===== src/common/wb_errgen_pkg.sv =====
`default_nettype none

package wb_errgen_pkg;

   //------------------------------
   // bus geometry
   //------------------------------
   localparam int TGT_CNT    = 4;                 // target select tag bits
   localparam int ADR_WIDTH  = 16;                // address bus
   localparam int DAT_WIDTH  = 16;                // read and write data
   localparam int SEL_WIDTH  = 2;                 // byte selects
   localparam int TGA_WIDTH  = 1;                 // address tags
   localparam int TGC_WIDTH  = 1;                 // cycle tags
   localparam int TGRD_WIDTH = 1;                 // read data tags
   localparam int TGWD_WIDTH = 1;                 // write data tags

   //------------------------------
   // initiator cycle tracker
   //------------------------------
   typedef enum logic [1:0] {
      CYC_RESET = 2'b00,                          // coming out of reset
      CYC_IDLE  = 2'b01,                          // nothing outstanding
      CYC_BUSY  = 2'b10,                          // forwarded request in flight
      CYC_ERROR = 2'b11                           // generated err due next
   } cyc_state_e;

   //------------------------------
   // bus bundles
   //------------------------------
   typedef struct packed {
      logic                  cyc;                 // bus cycle indicator
      logic                  stb;                 // access request
      logic                  we;                  // write enable
      logic                  lock;                // uninterruptable cycle
      logic [SEL_WIDTH-1:0]  sel;                 // write data selects
      logic [ADR_WIDTH-1:0]  adr;                 // address
      logic [DAT_WIDTH-1:0]  dat;                 // write data
      logic [TGA_WIDTH-1:0]  tga;                 // address tags
      logic [TGT_CNT-1:0]    tgtsel;              // target select tags
      logic [TGC_WIDTH-1:0]  tgc;                 // cycle tags
      logic [TGWD_WIDTH-1:0] tgd;                 // write data tags
   } wb_req_t;                                    // 45 bits

   typedef struct packed {
      logic                  ack;                 // cycle acknowledge
      logic                  err;                 // error response
      logic                  rty;                 // retry request
      logic                  stall;               // access delay
      logic [DAT_WIDTH-1:0]  dat;                 // read data
      logic [TGRD_WIDTH-1:0] tgd;                 // read data tags
   } wb_rsp_t;                                    // 21 bits

endpackage

`default_nettype wire


===== src/verilog/itr_cycle_fsm.sv =====
`default_nettype none

module itr_cycle_fsm
   import wb_errgen_pkg::*;
(
   input  logic       clk_i,                      // module clock
   input  logic       rst_i,                      // async reset, active high
   input  logic       req_acc_i,                  // request accepted
   input  logic       req_inval_i,                // accepted request without target
   input  logic       rsp_done_i,                 // acknowledge on initiator side
   output cyc_state_e state_o                     // current tracker state
);

   cyc_state_e state_q;                           // state register
   cyc_state_e state_d;                           // next state
   cyc_state_e req_state;                         // where a new request leads

   //------------------------------
   // state register
   //------------------------------
   always_ff @(posedge clk_i or posedge rst_i)
   begin
      if (rst_i)
      begin
         state_q <= CYC_RESET;                    // hold in reset
      end
      else
      begin
         state_q <= state_d;
      end
   end

   // invalid requests wait for a generated err, valid ones for the target
   assign req_state = req_inval_i ? CYC_ERROR : CYC_BUSY;

   //------------------------------
   // transitions
   //------------------------------
   always_comb
   begin
      state_d = state_q;                          // stay by default
      case (state_q)
         CYC_RESET:
         begin
            state_d = CYC_IDLE;                   // one cycle after reset
         end
         CYC_IDLE:
         begin
            if (req_acc_i)
            begin
               state_d = req_state;               // first request of a cycle
            end
         end
         CYC_BUSY,
         CYC_ERROR:
         begin
            if (rsp_done_i)
            begin
               state_d = req_acc_i ? req_state : CYC_IDLE; // next one or drain
            end
         end
         default:
         begin
            state_d = CYC_RESET;                  // unreachable encodings
         end
      endcase
   end

   assign state_o = state_q;

   //------------------------------
   // checks
   //------------------------------
   // reset seen at an edge leaves the tracker in reset one edge later
   a_reset_hold : assert property (@(posedge clk_i) rst_i |=> state_q == CYC_RESET);

   // steering only flags validity on an accepted request
   a_inval_acc : assert property (@(posedge clk_i) disable iff (rst_i)
                                  req_inval_i |-> req_acc_i);

endmodule

`default_nettype wire


===== src/verilog/req_steering.sv =====
`default_nettype none

module req_steering
   import wb_errgen_pkg::*;
(
   input  logic       clk_i,                      // module clock
   input  logic       rst_i,                      // async reset, active high
   input  wb_req_t    itr_req_i,                  // request from initiator
   output wb_rsp_t    itr_rsp_o,                  // response to initiator
   output wb_req_t    tgt_req_o,                  // request to target
   input  wb_rsp_t    tgt_rsp_i,                  // response from target
   input  cyc_state_e state_i,                    // tracker state
   output logic       req_acc_o,                  // request accepted
   output logic       req_inval_o,                // accepted request without target
   output logic       rsp_done_o                  // acknowledge to initiator
);

   logic no_tgt;                                  // no select bit set
   logic in_reset;                                // tracker still in reset
   logic tgt_done;                                // target answers this cycle
   logic inval_wait;                              // invalid request must wait

   assign no_tgt     = ~|itr_req_i.tgtsel;
   assign in_reset   = (state_i == CYC_RESET);
   assign tgt_done   = tgt_rsp_i.ack | tgt_rsp_i.err | tgt_rsp_i.rty;
   assign inval_wait = (state_i == CYC_BUSY) & ~tgt_done; // keep response order

   //------------------------------
   // forward path
   //------------------------------
   always_comb
   begin
      tgt_req_o     = itr_req_i;                  // payload unchanged
      tgt_req_o.cyc = itr_req_i.cyc & ~in_reset;
      tgt_req_o.stb = itr_req_i.stb & ~no_tgt & ~in_reset; // invalid never reaches target
   end

   //------------------------------
   // response path
   //------------------------------
   always_comb
   begin
      itr_rsp_o = tgt_rsp_i;                      // target response by default
      if (state_i == CYC_ERROR)
      begin
         itr_rsp_o.ack = 1'b0;                    // generated error
         itr_rsp_o.err = 1'b1;
         itr_rsp_o.rty = 1'b0;
         itr_rsp_o.dat = '0;
         itr_rsp_o.tgd = '0;
      end
      else if (in_reset)
      begin
         itr_rsp_o.ack = 1'b0;                    // quiet until idle
         itr_rsp_o.err = 1'b0;
         itr_rsp_o.rty = 1'b0;
      end

      // stall selection
      if (in_reset)
      begin
         itr_rsp_o.stall = 1'b1;
      end
      else if (no_tgt)
      begin
         itr_rsp_o.stall = inval_wait;            // target stall irrelevant here
      end
      else
      begin
         itr_rsp_o.stall = tgt_rsp_i.stall;       // straight through
      end
   end

   //------------------------------
   // tracker strobes
   //------------------------------
   assign req_acc_o   = itr_req_i.cyc & itr_req_i.stb & ~itr_rsp_o.stall;
   assign req_inval_o = req_acc_o & no_tgt;
   assign rsp_done_o  = itr_rsp_o.ack | itr_rsp_o.err | itr_rsp_o.rty;

   // target strobe only with a select bit
   a_no_stray_stb : assert property (@(posedge clk_i) disable iff (rst_i)
                                     tgt_req_o.stb |-> (itr_req_i.tgtsel != '0));

   // accepted invalid request puts the tracker in error and err out next cycle
   a_err_in_error : assert property (@(posedge clk_i) disable iff (rst_i)
                                     req_inval_o |=> (state_i == CYC_ERROR) && itr_rsp_o.err);

endmodule

`default_nettype wire


===== src/verilog/wb_error_generator.sv =====
`default_nettype none

module wb_error_generator
   import wb_errgen_pkg::*;
(
   //------------------------------
   // clock and reset
   //------------------------------
   input  logic    clk_i,                         // module clock
   input  logic    rst_i,                         // async reset, active high

   //------------------------------
   // initiator side
   //------------------------------
   input  wb_req_t itr_req_i,                     // request from initiator
   output wb_rsp_t itr_rsp_o,                     // response to initiator

   //------------------------------
   // target side
   //------------------------------
   output wb_req_t tgt_req_o,                     // request to target
   input  wb_rsp_t tgt_rsp_i                      // response from target
);

   logic       req_acc;                           // request accepted this cycle
   logic       req_inval;                         // accepted request has no target
   logic       rsp_done;                          // ack, err or rty to initiator
   cyc_state_e state;                             // tracker state

   // cycle tracker
   itr_cycle_fsm u_itr_cycle_fsm
   (
      .clk_i       (clk_i),
      .rst_i       (rst_i),
      .req_acc_i   (req_acc),
      .req_inval_i (req_inval),
      .rsp_done_i  (rsp_done),
      .state_o     (state)
   );

   // forwarding, stall and response select
   req_steering u_req_steering
   (
      .clk_i       (clk_i),
      .rst_i       (rst_i),
      .itr_req_i   (itr_req_i),
      .itr_rsp_o   (itr_rsp_o),
      .tgt_req_o   (tgt_req_o),
      .tgt_rsp_i   (tgt_rsp_i),
      .state_i     (state),
      .req_acc_o   (req_acc),
      .req_inval_o (req_inval),
      .rsp_done_o  (rsp_done)
   );

endmodule

`default_nettype wire


===== config.mk =====
export PLATFORM = sky130hd
export DESIGN_NAME = wb_error_generator
export DESIGN_NICKNAME = d
export VERILOG_FILES = /design/src/common/wb_errgen_pkg.sv /design/src/verilog/itr_cycle_fsm.sv /design/src/verilog/req_steering.sv /design/src/verilog/wb_error_generator.sv
export SDC_FILE = /design/constraint.sdc
export NUM_CORES = 1
export LEC_CHECK = 0
export ABC_AREA = 1
export ABC_CLOCK_PERIOD_IN_PS = 1300
export BUFFER_PORTS_ARGS = -buffer_cell sky130_fd_sc_hd__buf_4
export CAP_MARGIN = 40
export CORE_MARGIN = 3
export CORE_UTILIZATION = 28
export CTS_BUF_LIST = sky130_fd_sc_hd__clkbuf_4
export CTS_CLUSTER_DIAMETER = 30
export DETAILED_ROUTE_END_ITERATION = 7
export GPL_ROUTABILITY_DRIVEN = 0
export PLACE_DENSITY = 0.88
export REMOVE_ABC_BUFFERS = 1
export SYNTH_ARGS = -nofsm -noshare
export SYNTH_HDL_FRONTEND = slang
export SYNTH_SLANG_ARGS = --single-unit

===== constraint.sdc =====
create_clock -name clk_i -period 1.3 [get_ports clk_i]
set_input_delay 0.26 -clock clk_i [delete_from_list [all_inputs] [get_ports clk_i]]
set_output_delay 0.26 -clock clk_i [all_outputs]
set_load 0.01 [all_outputs]

; Yosys cells after proc, flatten, opt, wreduce, memory -nomap -nowiden
; Cells that the tools add are included.
[op_classes]
n_mul = 0
bitwise_logic = 14
shift = 0
order_cmp = 0
reduce_logical = 5
addsub = 0
mux = 10
div = 0
n_eq_ne = 5
[ops]
columns = operator, count
row1 = $mux 17, 1
row2 = $and 1x1->1, 7
row3 = $mux 2, 3
row4 = $mux 3, 2
row5 = $pmux 2 s3, 1
row6 = $eq 2x2->1 const B, 2
row7 = $or 1x1->1, 4
row8 = $reduce_or 4->1, 1
row9 = $mux 1, 3
row10 = $not 1->1, 3
row11 = $eq 2x1->1 const B, 1
row12 = $logic_not 2->1, 1
row13 = $ne 2x1->1 const B, 1
row14 = $ne 2x2->1 const B, 1
row15 = $reduce_and 2->1, 1
row16 = $reduce_or 2->1, 1
row17 = $logic_not 1->1, 1
[totals]
ff_bits = 2
latch_bits = 0
mem_bits_rw = 0
out_inout_bits = 66
romBits = 0
wordCells = 35
n_memories = 0

; Longest topological paths before layout
[logic_depth]
ltp_word = 13
depth_mapped = 6
mapped_depth_nobuf = 6

; Cells and area by module
; Synthesis repeated with hierarchy kept, for this count alone.
[unflattened]
hier_cells = 122
area_unflattened_um2 = 714.4
[by_module_without_submodules]
columns = mod, cells_each, n_inst, seq_area_each_um2, area_per_inst_um2
row1 = req_steering, 109, 1, 0.0, 614.3
row2 = itr_cycle_fsm, 13, 1, 50.0, 100.1

; Least setup slack after synthesis
; No wires, ideal clock.
[synth_path]
kind = register to output
start = register u_itr_cycle_fsm.state_q[1], in the netlist u_itr_cycle_fsm.state_o[1]
end = output port itr_rsp_o[18] (netlist bit)
slack_ns = 0.226
path_stages_with_launch = 4
arrival_time_ns = 0.814
t_required_ns = 1.040
n_path_buf = 0
cell_sequence = dfrtp_1 > nand2_2 > inv_4 > nor3_1
[synth_rtl]
columns = item, line
row1 = "start, declared", itr_cycle_fsm.sv:14  ; cyc_state_e state_q;
row2 = "start signal, assigned", itr_cycle_fsm.sv:29  ; state_q <= state_d;
row3 = "end, declared", wb_error_generator.sv:16  ; output wb_rsp_t itr_rsp_o,

==> out/metrics.csv <==
metric,value,unit
p_sw,192,uW
die_x,58.2,microns
cp-start-kind,flop,
violations,negative setup slack,
diodes,0,
path_class,flop to output port,
finalSetupViolCount,23,
synth_seq_cells,2,
io_pins,134,
combPwrFrac,64.3,%
post-route-drc-count,0,
dr_total_vias,732,
initialDrtViolationCount,11,
hold_class,primary input to flop,
largest_reg_flops,2,
rr_worst_depth,5,
status,"complete, but fails checks",
drive_above_1_share,71.9,%
vias_per_cell,4.33,
cts-root-buf,clkbuf_4,
ant_nets,0,
core,2540,sq um
synth_cell_type_count,15,
ir_drop,0.000510,V
h-tree-depth,1,
min_period,1.43,ns
sw_frac_of_total,33.3,%
cts.sinks,2,
p_seq_share,12.3,%
syn_area,763,sq um
layout-area-overhead-vs-synth,50.3,%
arrival,1.17,ns
holdPathStages,4,
routedWlPerCell,21.2,microns
finalPower,578,uW
first_pass_iters,4,
post-route-util,45.1,%
worstPathMaxFanout,9,
slew_headroom,89.1,%
p_per_area,504,nW/um^2
yosysSeqAreaShare,6.56,%
finalSetupTns,-2.16,ns
die-area,3390,sq um
skew,0.0000582,ns
clk_latency,0.22,ns
yosysWarnings,0,
path_clk_slew,0.03,ns
rsz0062_at_grt,true,
final_nets,209,
cts_buffers,3,
slew_viol_final,0,
cap_violations,0,
floorplan.initialDensity,30.0,%
grt_max_degree,10,
first_global_vias,712,
rrSetupSlack,0.17,ns
worst_slack,-0.128,ns
chipHeight,58.2,microns
tritoncts,built,
grt-ovfl-total,0,
grt_pass1_wl,4710,microns
portBuffers,55,
antenna_found_initial,0,
grt_usage,20.9,%
fmax,700,MHz
crit_required,1.04,ns
tightest_slew,0.162,ns
row_count,18,
intPower,386,uW
postSynthAreaPerCell,6.70,sq um
final.period_utilization,110,%
dp_worst_setup_slack,0.0441,ns
power.share.clock,23.4,%
final_hold_viol_count,0,
cts_buffer_depth,2,
synth_cells,114,
wirelength,3590,microns
place.detailed.hpwl,3120,microns
setup.worst_path.end_class,output port,
power_leakage,0.642,nW
-- power groups by stage --
| stage | Clock, mW | Combinational [mW] | Sequential [mW] |
|---|---|---|---|
| finish | 0.135 | 0.372 | 0.0710 |
| global route | 0.156 | 0.397 | 0.0713 |
| CTS | 0.144 | 0.350 | 0.0696 |
| detailed placement | 0 | 0.299 | 0.0692 |
| global placement | 0 | 0.295 | 0.0690 |
| floorplan | 0 | 0.119 | 0.0689 |
-- cell type report --
type / instances / area (sq um)
Fill cell: 274 / 1400
Multi-Input combinational cell: 41 / 327
Clock buffer: 3 / 22.5
Timing Repair inverter: 1 / 11.3
Inverter: 27 / 106
Sequential cell: 2 / 52.6
Timing Repair Buffer: 65 / 591
Tap cell: 30 / 37.5
-- synth_stat cells --
cell type	count	area (sq um)
buf_4	43	323
a41oi_2	1	16.3
nand3_1	1	5.00
buf_12	1	20.0
dfrtp_1	2	50.1
nor2_4	11	124
nand2_1	9	33.8
inv_2	1	3.75
nor2_1	13	48.8
nor2_2	1	6.26
a21oi_2	1	8.76
inv_4	1	6.26
nor3_1	1	5.00
nand2_2	3	18.8
inv_1	25	93.8
-- per-layer routing --
metal  vias to the layer above  global-route usage, %  routed length (microns)
li1                        331                      -                        -
met3                         0                   29.6                     1070
met2                        95                   31.6                     1590
met5                         -                   6.35                        0
met1                       306                   14.9                      929
met4                         0                   3.64                        0
-- kinds of logic (layout without fill, tap and decap cells) --
kind of cell / Yosys count / count (layout) / share of synthesized area, %
buffers and inverters: 71 / 96 / 58.5
DFF: 2 / 2 / 6.56
AOI/OAI and AO/OA: 2 / 2 / 3.28
and+or+nand+nor: 39 / 39 / 31.6
-- worst max-delay path, cell delays in order, from the launching register on --
cell	delay [ns]
dfrtp_2	0.43
nand2_4	0.12
inv_6	0.06
buf_12	0.15
nor2_2	0.07
buf_4	0.12
-- path summary, 6_finish.rpt --
check,startpoint,end
worst max-delay path,u_itr_cycle_fsm.state_o[1]$_DFFE_PP0P_,itr_rsp_o[0]
min in group asynchronous,rst_i,u_itr_cycle_fsm.state_o[0]$_DFFE_PP0P_
max in group asynchronous,rst_i,u_itr_cycle_fsm.state_o[1]$_DFFE_PP0P_
worst min-delay path,tgt_rsp_i[17],u_itr_cycle_fsm.state_o[1]$_DFFE_PP0P_
worst min register to register,u_itr_cycle_fsm.state_o[1]$_DFFE_PP0P_,u_itr_cycle_fsm.state_o[1]$_DFFE_PP0P_
worst max register to register,u_itr_cycle_fsm.state_o[0]$_DFFE_PP0P_,u_itr_cycle_fsm.state_o[0]$_DFFE_PP0P_
-- timing repair --
item	in CTS	in global routing
endpoints found under the setup margin	23	23
cloned	1	0
pin swaps	5	3
hold endpoints to repair	2	0
hold buffers	1	0
resized for setup	26	17
setup buffers	4	2
-- cell usage in the layout, fill, tap and decap left out --
master / Yosys / final
buf_6: 0 / 20
dfrtp_2: 0 / 2
inv_1: 25 / 25
a41oi_2: 1 / 1
clkbuf_4: 0 / 3
nor2_4: 11 / 16
inv_2: 1 / 1
inv_6: 0 / 1
dlygate4sd3_1: 0 / 1
buf_4: 43 / 42
nor2_1: 13 / 4
nor2_2: 1 / 5
a21oi_2: 1 / 1
buf_12: 1 / 2
nand2_4: 0 / 1
nor3_2: 0 / 1
nand2_2: 3 / 3
inv_8: 0 / 1
nand2_1: 9 / 8
nand3_1: 1 / 1
-- stage by stage --
step	hold slack, ns	std cells	cell area [sq um]
6_report	0.322	169	1150
5_1_grt	0.340	169	1150
4_1_cts	0.320	167	1070
3_5_place_dp	0.124	158	906
3_3_place_gp	0.124	158	906
2_1_floorplan	0.00118	70	420
(Power assumes the default switching activity.)
